### src/source/line_adapter_config.svh
`ifndef LINE_ADAPTER_CONFIG_SVH
`define LINE_ADAPTER_CONFIG_SVH

// width of one cache line as the dfp side sees it
`define LINE_BITS 256

// width of one burst beat on the bmem side
`define BEAT_BITS 64

// beats per line, fixed by the burst memory
`define BEATS_PER_LINE 4

// byte address width on both sides
`define ADDR_BITS 32

// line size works out to 32 bytes
// so the low five address bits are the offset inside a line
// dfp_addr offset bits are dropped in the request latch
// bmem_addr and bmem_raddr always carry the aligned base

`endif

### src/source/line_adapter_pkg.sv
package line_adapter_pkg;

    `include "line_adapter_config.svh"

    // byte address, dfp and bmem share the same width
    typedef logic [`ADDR_BITS-1:0] addr_t;

    // one full cache line
    typedef logic [`LINE_BITS-1:0] line_t;

    // one memory beat
    typedef logic [`BEAT_BITS-1:0] beat_t;

    // beat position inside a line
    // beat 0 sits in the lowest bits of the line
    typedef logic [$clog2(`BEATS_PER_LINE)-1:0] beat_idx_t;

    // burst sequencer states
    // idle waits for a latched request
    // read_cmd holds bmem_read until bmem_ready
    // read_wait waits for the deserializer to fill the line
    // write_beats pushes one beat per ready cycle
    // resp is the single cycle of dfp_resp
    typedef enum logic [2:0] {
        SEQ_IDLE        = 3'd0,
        SEQ_READ_CMD    = 3'd1,
        SEQ_READ_WAIT   = 3'd2,
        SEQ_WRITE_BEATS = 3'd3,
        SEQ_RESP        = 3'd4
    } seq_state_t;

    // read path
    //   idle -> read_cmd -> read_wait -> resp -> idle
    // write path
    //   idle -> write_beats -> resp -> idle
    // a low bmem_ready freezes read_cmd and write_beats

endpackage

### src/source/burst_sequencer.sv
`timescale 1ns/1ns

`include "line_adapter_config.svh"

module burst_sequencer (
    input  logic                          clk,
    input  logic                          rst,

    // latched request
    input  logic                          req_valid,
    input  logic                          req_is_write,
    input  line_adapter_pkg::addr_t       req_line_addr,

    // memory flow control
    input  logic                          bmem_ready,

    // read line complete, from the deserializer
    input  logic                          line_filled,

    // memory command side
    output line_adapter_pkg::addr_t       bmem_addr,
    output logic                          bmem_read,
    output logic                          bmem_write,

    // to the deserializer
    output line_adapter_pkg::beat_idx_t   write_beat_idx,
    output logic                          read_pending,

    // response pulse, to the cache and to the latch
    output logic                          dfp_resp,
    output logic                          resp_done
);
    import line_adapter_pkg::*;

    localparam beat_idx_t LAST_BEAT = beat_idx_t'(`BEATS_PER_LINE - 1);

    seq_state_t state_q;
    seq_state_t state_d;
    beat_idx_t  beat_cnt;

    always_comb begin
        state_d = state_q;
        unique case (state_q)
            SEQ_IDLE: begin
                if (req_valid) begin
                    state_d = req_is_write ? SEQ_WRITE_BEATS : SEQ_READ_CMD;
                end
            end
            SEQ_READ_CMD: begin
                // command accepted on ready
                if (bmem_ready) begin
                    state_d = SEQ_READ_WAIT;
                end
            end
            SEQ_READ_WAIT: begin
                if (line_filled) begin
                    state_d = SEQ_RESP;
                end
            end
            SEQ_WRITE_BEATS: begin
                // last beat taken
                if (bmem_ready && beat_cnt == LAST_BEAT) begin
                    state_d = SEQ_RESP;
                end
            end
            SEQ_RESP: state_d = SEQ_IDLE;
            default:  state_d = SEQ_IDLE;
        endcase
    end

    always_ff @(posedge clk) begin
        if (rst) begin
            state_q  <= SEQ_IDLE;
            beat_cnt <= '0;
        end else begin
            state_q <= state_d;
            // count accepted write beats only
            if (state_q == SEQ_WRITE_BEATS && bmem_ready) begin
                beat_cnt <= (beat_cnt == LAST_BEAT) ? '0 : beat_cnt + 1'b1;
            end
        end
    end

    // memory pins decoded from state
    assign bmem_read  = (state_q == SEQ_READ_CMD);
    assign bmem_write = (state_q == SEQ_WRITE_BEATS);
    // line base while a command or beat is out
    assign bmem_addr  = (bmem_read || bmem_write) ? req_line_addr : '0;

    assign write_beat_idx = beat_cnt;
    // accepted read still waiting for its line
    assign read_pending   = (state_q == SEQ_READ_WAIT);

    assign dfp_resp  = (state_q == SEQ_RESP);
    assign resp_done = (state_q == SEQ_RESP);

    a_rd_wr_excl: assert property (@(posedge clk) disable iff (rst)
        !(bmem_read && bmem_write))
        else $error("bmem_read and bmem_write both high");

    a_write_in_state: assert property (@(posedge clk) disable iff (rst)
        bmem_write |-> state_q == SEQ_WRITE_BEATS)
        else $error("bmem_write outside write beats");

endmodule

### src/source/cacheline_adapter.sv
`timescale 1ns/1ns

`include "line_adapter_config.svh"

module cacheline_adapter (
    input  logic                      clk,
    input  logic                      rst,

    // cache side
    input  line_adapter_pkg::addr_t   dfp_addr,
    input  logic                      dfp_read,
    input  logic                      dfp_write,
    input  line_adapter_pkg::line_t   dfp_wdata,
    output line_adapter_pkg::line_t   dfp_rdata,
    output logic                      dfp_resp,

    // burst memory side
    input  logic                      bmem_ready,
    input  line_adapter_pkg::addr_t   bmem_raddr,
    input  line_adapter_pkg::beat_t   bmem_rdata,
    input  logic                      bmem_rvalid,
    output line_adapter_pkg::addr_t   bmem_addr,
    output logic                      bmem_read,
    output logic                      bmem_write,
    output line_adapter_pkg::beat_t   bmem_wdata
);
    import line_adapter_pkg::*;

    // latch to sequencer
    logic      req_valid;
    logic      req_is_write;
    addr_t     req_line_addr;
    line_t     req_wdata;
    logic      resp_done;

    // sequencer and deserializer handoff
    beat_idx_t write_beat_idx;
    logic      read_pending;
    logic      line_filled;

    dfp_request_latch latch0 (
        .clk           (clk),
        .rst           (rst),
        .dfp_addr      (dfp_addr),
        .dfp_read      (dfp_read),
        .dfp_write     (dfp_write),
        .dfp_wdata     (dfp_wdata),
        .resp_done     (resp_done),
        .req_valid     (req_valid),
        .req_is_write  (req_is_write),
        .req_line_addr (req_line_addr),
        .req_wdata     (req_wdata)
    );

    burst_sequencer seq0 (
        .clk            (clk),
        .rst            (rst),
        .req_valid      (req_valid),
        .req_is_write   (req_is_write),
        .req_line_addr  (req_line_addr),
        .bmem_ready     (bmem_ready),
        .line_filled    (line_filled),
        .bmem_addr      (bmem_addr),
        .bmem_read      (bmem_read),
        .bmem_write     (bmem_write),
        .write_beat_idx (write_beat_idx),
        .read_pending   (read_pending),
        .dfp_resp       (dfp_resp),
        .resp_done      (resp_done)
    );

    deserializer deser0 (
        .clk            (clk),
        .rst            (rst),
        .req_line_addr  (req_line_addr),
        .req_wdata      (req_wdata),
        .write_beat_idx (write_beat_idx),
        .bmem_write     (bmem_write),
        .read_pending   (read_pending),
        .bmem_raddr     (bmem_raddr),
        .bmem_rdata     (bmem_rdata),
        .bmem_rvalid    (bmem_rvalid),
        .bmem_wdata     (bmem_wdata),
        .dfp_rdata      (dfp_rdata),
        .line_filled    (line_filled)
    );

endmodule

### src/source/deserializer.sv
`timescale 1ns/1ns

`include "line_adapter_config.svh"

module deserializer (
    input  logic                          clk,
    input  logic                          rst,

    // held request
    input  line_adapter_pkg::addr_t       req_line_addr,
    input  line_adapter_pkg::line_t       req_wdata,

    // write beat select from the sequencer
    input  line_adapter_pkg::beat_idx_t   write_beat_idx,
    input  logic                          bmem_write,

    // read window from the sequencer
    input  logic                          read_pending,

    // memory read beats
    input  line_adapter_pkg::addr_t       bmem_raddr,
    input  line_adapter_pkg::beat_t       bmem_rdata,
    input  logic                          bmem_rvalid,

    output line_adapter_pkg::beat_t       bmem_wdata,
    output line_adapter_pkg::line_t       dfp_rdata,
    output logic                          line_filled
);
    import line_adapter_pkg::*;

    localparam beat_idx_t LAST_BEAT = beat_idx_t'(`BEATS_PER_LINE - 1);

    beat_idx_t rd_cnt;
    line_t     acc;
    line_t     acc_next;
    logic      take;

    // write direction, one beat of the held line
    always_comb begin
        bmem_wdata = '0;
        if (bmem_write) begin
            bmem_wdata = req_wdata[int'(write_beat_idx) * `BEAT_BITS +: `BEAT_BITS];
        end
    end

    // first beat must carry the current line tag
    // the rest follow in order
    assign take = bmem_rvalid && read_pending &&
                  (rd_cnt != '0 || bmem_raddr == req_line_addr);

    // accumulator with the incoming beat dropped in place
    always_comb begin
        acc_next = acc;
        acc_next[int'(rd_cnt) * `BEAT_BITS +: `BEAT_BITS] = bmem_rdata;
    end

    always_ff @(posedge clk) begin
        if (rst) begin
            rd_cnt      <= '0;
            line_filled <= 1'b0;
        end else begin
            line_filled <= 1'b0;
            if (take) begin
                if (rd_cnt == LAST_BEAT) begin
                    rd_cnt      <= '0;
                    line_filled <= 1'b1;
                end else begin
                    rd_cnt <= rd_cnt + 1'b1;
                end
            end
        end
    end

    // line data, published only on the last beat
    always_ff @(posedge clk) begin
        if (take) begin
            acc <= acc_next;
            if (rd_cnt == LAST_BEAT) begin
                dfp_rdata <= acc_next;
            end
        end
    end

    // beats outside the read window leave the counter alone
    a_no_take_idle: assert property (@(posedge clk) disable iff (rst)
        bmem_rvalid && !read_pending |=> rd_cnt == $past(rd_cnt))
        else $error("rvalid beat taken with no read pending");

    // sequencer must still be waiting when the line completes
    a_fill_in_window: assert property (@(posedge clk) disable iff (rst)
        line_filled |-> read_pending)
        else $error("line_filled outside the read window");

endmodule

### src/source/dfp_request_latch.sv
`timescale 1ns/1ns

`include "line_adapter_config.svh"

module dfp_request_latch (
    input  logic                     clk,
    input  logic                     rst,

    // cache side request, held as levels
    input  line_adapter_pkg::addr_t  dfp_addr,
    input  logic                     dfp_read,
    input  logic                     dfp_write,
    input  line_adapter_pkg::line_t  dfp_wdata,

    // end of request from the sequencer
    input  logic                     resp_done,

    // latched request
    output logic                     req_valid,
    output logic                     req_is_write,
    output line_adapter_pkg::addr_t  req_line_addr,
    output line_adapter_pkg::line_t  req_wdata
);
    import line_adapter_pkg::*;

    // byte offset bits inside one line
    localparam int OFFSET_BITS = $clog2(`LINE_BITS / 8);

    // one cycle block after a response
    logic cooldown;
    logic capture;

    // take a new request only when idle and out of cooldown
    assign capture = !req_valid && !cooldown && (dfp_read || dfp_write);

    always_ff @(posedge clk) begin
        if (rst) begin
            req_valid    <= 1'b0;
            req_is_write <= 1'b0;
            cooldown     <= 1'b0;
        end else begin
            cooldown <= 1'b0;
            if (req_valid) begin
                // hold until the sequencer answers
                if (resp_done) begin
                    req_valid <= 1'b0;
                    cooldown  <= 1'b1;
                end
            end else if (capture) begin
                req_valid    <= 1'b1;
                req_is_write <= dfp_write;
            end
        end
    end

    // address and write line, loaded on capture only
    always_ff @(posedge clk) begin
        if (capture) begin
            // align to the line base
            req_line_addr <= {dfp_addr[`ADDR_BITS-1:OFFSET_BITS], {OFFSET_BITS{1'b0}}};
            req_wdata     <= dfp_wdata;
        end
    end

    // cache must never ask for both directions at once
    a_one_direction: assert property (@(posedge clk) disable iff (rst)
        !(dfp_read && dfp_write))
        else $error("dfp_read and dfp_write both high");

    // response from the sequencer only while a request is held
    a_resp_needs_req: assert property (@(posedge clk) disable iff (rst)
        resp_done |-> req_valid)
        else $error("resp_done without a held request");

endmodule

### config.mk
export PLATFORM = sky130hd
export DESIGN_NAME = cacheline_adapter
export DESIGN_NICKNAME = d
export VERILOG_FILES = /design/src/source/line_adapter_pkg.sv /design/src/source/burst_sequencer.sv /design/src/source/cacheline_adapter.sv /design/src/source/deserializer.sv /design/src/source/dfp_request_latch.sv
export VERILOG_INCLUDE_DIRS = /design/src /design/src/source
export SDC_FILE = /design/constraint.sdc
export NUM_CORES = 1
export LEC_CHECK = 0
export BUFFER_PORTS_ARGS = -buffer_cell sky130_fd_sc_hd__buf_2
export CAP_MARGIN = 15
export CORE_AREA = 2 2 290 292
export DETAILED_ROUTE_END_ITERATION = 8
export DIE_AREA = 0 0 292 294
export GPL_ROUTABILITY_DRIVEN = 0
export SYNTH_ARGS = -nofsm -noshare
export SYNTH_HDL_FRONTEND = slang
export SYNTH_SLANG_ARGS = --single-unit
### constraint.sdc
create_clock -name clk -period 20.1 [get_ports clk]
set_input_delay 3.015 -clock clk [delete_from_list [all_inputs] [get_ports clk]]
set_output_delay 3.015 -clock clk [all_outputs]
set_load 0.02 [all_outputs]
==> results of run 1 <==
[cells in the final DEF, fill, tap and decap left out, drive strengths merged, types with 2 or more instances in the layout]
master	Yosys	layout
nand4	4	4
clkinvlp	0	2
nand2	260	260
buf	32	749
and2	29	29
mux4	64	64
mux2i	2	2
nor3	5	5
bufinv	0	11
nor3b	2	2
edfxtp	795	795
conb	1	5
a21oi	3	3
nand2b	2	2
nand3	2	2
inv	261	269
xor2	11	11
and3	64	64
nor2b	3	3
xnor2	16	16
ha	7	7
diode	0	14
dfxtp	11	11
clkinv	0	36
a22oi	2	2
nor2	10	10
clkbuf	59	98
nor4	5	5
o21ai	258	258
[registers in the layout, indices dropped and copies added, names as in the netlist, 2 cells and up]
signal and cells:
seq0.write_beat_idx 2, latch0.req_line_addr 27, deser0.acc 256, latch0.req_wdata 256, deser0.dfp_rdata 256, deser0.rd_cnt 2
seq0.state_q 3
[per-layer routing]
metal,vias up,share of wire [%],GRT usage [%]
li1,8403,-,-
met1,9208,37,22.8
met2,840,51,34.5
met3,173,8.4,5.90
met4,14,4.1,9.03
met5,-,0.11,0
[cell usage after synthesis, types with 7 or more instances]
library cell  count  share of area [%]
o21ai_1         250                4.1
o21ai_0           8               0.13
buf_4             9               0.22
xor2_1           11               0.32
clkbuf_1         59               0.73
xnor2_1          16               0.46
inv_1           260                3.2
nand2_1         260                3.2
edfxtp_1        795                 78
ha_1              7               0.29
mux4_2           64                4.7
dfxtp_1          11               0.72
buf_2            20               0.33
and2_1           29               0.60
and3_1           64                1.3
nor2_1           10               0.12
[where the power goes]
group / switching (mW) / internal [mW] / leakage (nW)
registers: 0.0196 / 1.89 / 7.46
logic: 0.0842 / 0.0589 / 6.25
clock network: 0.664 / 0.953 / 1.40
[cell type report]
| class | count | area share, % |
|---|---|---|
| Antenna cell | 14 | 0.0917 |
| Tap cell | 1080 | 3.54 |
| Clock buffer | 98 | 5.92 |
| Multi-Input combinational cell | 764 | 13.3 |
| Timing Repair Buffer | 749 | 9.94 |
| Clock inverter | 57 | 1.58 |
| Sequential cell | 806 | 63.1 |
| Inverter | 261 | 2.58 |
[per-stage QoR]
step,std cells,hold WS [ps],power [mW]
2_1_floorplan,1922,466,2.02
3_3_place_gp,3660,517,2.09
3_5_place_dp,3660,528,2.09
6_report,3829,541,3.67
4_1_cts,3815,545,3.71
5_1_grt,3825,575,3.79
[tightest hold or removal path: stages (launching register included)]
cell and delay, ps:
dfxtp_1 350, a22oi_1 80, nor2_1 80
[worst min path at each step]
stage                         from                  end  slack, ps  depth (start not counted)
4_1_cts        latch0.req_is_write  latch0.req_is_write        540                          2
3_5_place_dp   latch0.req_is_write  latch0.req_is_write        530                          2
5_1_grt           latch0.req_valid      latch0.cooldown        570                          1
6_report       latch0.req_is_write  latch0.req_is_write        540                          2
3_3_place_gp      latch0.req_valid      latch0.cooldown        520                          1
2_1_floorplan  latch0.req_is_write  latch0.req_is_write        470                          2
[kinds of logic after synthesis]
group | Yosys count
adder cells (fa/ha/maj) | 7
multiplexers | 67
flip-flops | 806
XOR/XNOR | 27
other | 1
buffers and inverters | 352
AND/OR/NAND/NOR | 391
AO/OA/AOI/OAI | 267
==> metrics.txt, run 1 <==
fin nets ~3,100; IO Port Bufs 734; Post-Syn Area per Cell 15.9 um^2; Worst R2R Start latch0.req_line_addr[26]; Worst-Skew Late Latency 640 ps; main combinational cell family by area after synthesis simple AND/OR/NAND/NOR gates; Filler cells 7,304; synthesized instance count 1,918; count of pins over their slew limit between 90 and 100; CP Launch Type input port; DRT iter0 DRCs between 1,000 and 1,500; P per Cell Area 96.1 nW/um^2; family with the most delay on the worst path buffers and inverters; Stages on worst setup path 8; critical path's largest stage delay approximately 960 ps; Setup Fix Bufs, Post-CTS 0; failing checks max-slew violations; grt total ovfl 0; crit-path most repeated cell buf_4; CP Class input port to flop; #FFs+latches synth 806; max_cap viols 0; skew final 26.1 ps; DR DRC count 0; Primary FF master, synth edfxtp_1; synth-to-layout area growth 25.6%; reg2reg end deser0.acc[96]; Slew headroom -9.35%; Worst Reg-to-Reg Cells 7; Post-Place Worst Slack 11,880 ps; vias in the first global route 19,200; GRT Total Usage 20.0%; simple-gate area share of the yosys netlist 5.88%; Post-Synth Adder-Cell Area 0.288%; P_leak between 15 and 20 nW; FP Rows 106; CTS buffer count 87; CTS Sinks 806; Routed Antenna Nets 0; FF-to-FF setup slack 14,800 ps; peak supply drop 0.0816 mV; RSZ-0062 raised after global routing no; Bufs and invs on worst path 4; CP Max Fanout 95; final wirelength approximately 88 mm; CP endpoint deser0.acc[96]; worst hold path type flop to flop; DP Area 35,300 um^2; Synth Area in XOR/XNOR less than 1%; first-pass GRT wire length 126 mm; final core occ 46.1%; CP Cell Sequence buf_2, or4_1, nor2_1, and4_1, a21oi_2, inv_8, buf_4, buf_4; multiplexer area fraction after synthesis 4.85%; FFs w/ async S/R, synth 0%; # setup viols final 0; I/O pin cnt approximately 750; Worst Setup SP bmem_raddr[0]; post-route setup TNS 0 ps; Hold Vio Cnt, Final 0; Multi-input gate area 5070 um^2; cts-stage hold buffer count 0; die width 292 um; die footprint 85,800 um^2; core area 82,900 um^2; Tmin final 7370 ps; CTS clk-pin slew, worst paths approximately 60 ps; Resize count post-CTS 0; Root Driver clkbuf_16; buffer levels on the longest clock path 3; outcome finished, violations left; number of flops mapped to enable cells by yosys 795; Syn Std Cell Area 30,400 um^2; Synth Area in Compound Gates around 4.5%; post-DR wirelength/cell 23.0 um; Slowest cell on crit path buf_4; htree depth 3; FMAX 0.136 GHz; CTS tree yes; sequential share of the synthesized area 79.2%; Starting Density 36.7%; vias per cell 4.87; Yosys warnings 0; Req. time, crit path ~20,000 ps; Worst setup EP type flop; setup ws final about 13,000 ps; layout cells sized above 1 34.9%; largest net degree at the start of global routing around 180; post-synthesis cell type count 41; initial antenna violation count 28; Final Cycle Share 36.7%; Sequential Area 24,100 um^2; Die Y 294 um; drt first pass iters 5; post-detail-place hpwl 59.1 mm; Slew @ Worst Pin 1640 ps; worst path arrival time approximately 7600 ps; total number of vias 18,600; design area about 38,000 um^2
(Power assumes the default switching activity.)
==> inputs of run 2 (changes only) <==
Settings changed: CORE_AREA 2 2 290 292 to 2 2 287 289, DIE_AREA 0 0 292 294 to 0 0 289 291.
Clock period 20.1 ns to 6.1 ns, I/O delays scaled along.
==> run 2 against run 1 <==
Against the previous run:
- the flow now finishes without violations
- sequential cell count did not move
- via count decreased by 0.58%
- setup slack got worse by 11000 ps
- critical path type is now flop to primary output
- highest routed layer unchanged
==> metrics.txt, run 2 (same netlist as run 1, synthesis figures left out) <==
FP Rows 105 (was 106); peak supply drop 0.240 mV (was 0.0816 mV); Bufs and invs on worst path 2 (was 4); max_cap viols 0 (unchanged); post-DR wirelength/cell 22.4 um (was 23.0 um); Routed Antenna Nets 0 (unchanged); Root Driver clkbuf_16 (unchanged); buffer levels on the longest clock path 3 (unchanged); Final Non-Filler Cells 3,829 (unchanged); DP Area 35,400 um^2 (was 35,300 um^2); Worst-Skew Late Latency 620 ps (was 640 ps); CTS tree yes (unchanged); Final Cycle Share between 60% and 70%; Slew headroom 29.9% (was -9.35%); Post-Place Worst Slack 2120 ps (was 11,880 ps); Inst Count DP 3,655 (was 3,660); family with the most delay on the worst path simple AND/OR/NAND/NOR gates (was buffers and inverters); Slew @ Worst Pin 1050 ps (was 1640 ps); CTS clk-pin slew, worst paths 60 ps (about the same); final hold slack 463 ps (was 541 ps); P per Cell Area 311 nW/um^2 (was 96.1 nW/um^2); RSZ-0062 raised after global routing no (unchanged); Top Registers deser0.acc: 256 flops, deser0.dfp_rdata: 256 flops, latch0.req_wdata: 256 flops (unchanged); cts-stage hold buffer count 0 (unchanged); # setup viols final 0 (unchanged); Sequential Area 24,100 um^2 (unchanged); P_leak 15.1 nW (about the same); Multi-input gate area 5050 um^2 (was 5070 um^2); CP Cell Sequence nor2b_4, buf_4, and3_1, buf_2 (was buf_2, or4_1, nor2_1, and4_1, a21oi_2, inv_8, buf_4, buf_4); outcome complete, no violations (was finished, violations left); Resize count post-CTS 0 (unchanged); final wirelength 85.9 mm (was 88.0 mm); Req. time, crit path 5180 ps (was 20,340 ps); CP Launch Type flop (was input port); Setup Fix Bufs, Post-CTS 0 (unchanged); DRT iter0 DRCs 1,451 (was 1,467); I/O pin cnt 745 (unchanged); Die Y 291 um (was 294 um); vias per cell 4.84 (was 4.87); initial antenna violation count 21 (was 28); CTS Sinks 806 (unchanged); Filler cells 7,136 (was 7,304); post-detail-place hpwl 58.1 mm (was 59.1 mm); drt first pass iters 5 (unchanged); most frequent cells in the layout edfxtp_1 (795), buf_2 (734), nand2_1 (260) (unchanged); largest net degree at the start of global routing 146 (was 182); final core occ 47.0% (was 46.1%); htree depth 3 (unchanged); design area 38,200 um^2 (about the same); CP Max Fanout 53 (was 95); core area 81,200 um^2 (was 82,900 um^2); Slowest cell on crit path nor2b_4 (was buf_4); fin nets 3,070 (was 3,066); layout cells sized above 1 34.8% (was 34.9%); vias in the first global route 19,300 (was 19,200); setup ws final 2060 ps (was 12,730 ps); critical path's largest stage delay 900 ps (was 960 ps); DR DRC count 0 (unchanged); die width 289 um (was 292 um); Worst setup EP type primary output (was flop); total number of vias 18,500 (was 18,600); GRT Total Usage 20.1% (was 20.0%); first-pass GRT wire length 125 mm (was 126 mm); count of pins over their slew limit 0 (was 95); synth-to-layout area growth 25.4% (was 25.6%); CTS buffer count 86 (was 87); skew final 18.1 ps (was 26.1 ps); post-route setup TNS 0 ps (unchanged); worst path arrival time 3120 ps (was 7600 ps); Hold Vio Cnt, Final 0 (unchanged); die footprint 84,100 um^2 (was 85,800 um^2); Starting Density 37.5% (was 36.7%); grt total ovfl 0 (unchanged); most common cell after layout, fill and taps aside edfxtp_1 (unchanged); worst hold path type input port to flop (was flop to flop); Tmin final 4040 ps; IO Port Bufs 734 (unchanged); CP Class flop to primary output (was input port to flop); Tot Pwr 11.9 mW (was 3.67 mW); FMAX 0.248 GHz
==> run 2: cell count changes in the layout (fill, tap and decap cells not counted), sizes merged <==
cell      change
bufinv        -4
clkbuf        +5
clkinv        +5
diode         +1
buf           +5
inv           -6
clkinvlp      +4
==> run 2: final timing paths <==
path                       start                     to  slack (ps)  cells past startpoint
max reg2reg      seq0.state_q[1]  deser0.dfp_rdata[205]        2660                      7
min                dfp_wdata[13]   latch0.req_wdata[13]         460                      1
min reg2reg  latch0.req_is_write    latch0.req_is_write         540                      2
max              seq0.state_q[0]         bmem_wdata[60]        2060                      4
==> run 2: report_power, final <==
group | leakage (nW) | total (mW) | switching, mW | internal [mW]
registers | 7.46 | 6.30 | 0.0593 | 6.24
logic | 6.28 | 0.475 | 0.280 | 0.196
clock network | 1.33 | 5.08 | 2.15 | 2.93
total | 15.1 | 11.9 | 2.48 | 9.37
==> run 2: area by class of cell <==
| class | instances | share of cell area [%] |
|---|---|---|
| inverters | 261 | 2.58 |
| repair buffers | 754 | 10.2 |
| multi-input cells | 764 | 13.2 |
| clock buffers | 103 | 5.86 |
| flip-flops and latches | 806 | 63.2 |
| clock inverters | 56 | 1.35 |
| well taps | 1070 | 3.51 |
| diodes | 15 | 0.0984 |
==> run 2: per-layer routing <==
| metal | vias to the layer above | global-route usage [%] | wire length (um) |
|---|---|---|---|
| li1 | 8433 | - | - |
| met1 | 9112 | 23.2 | 30800 |
| met2 | 831 | 35.3 | 44600 |
| met3 | 147 | 5.32 | 7280 |
| met4 | 6 | 7.88 | 3230 |
| met5 | - | 0 | 41 |
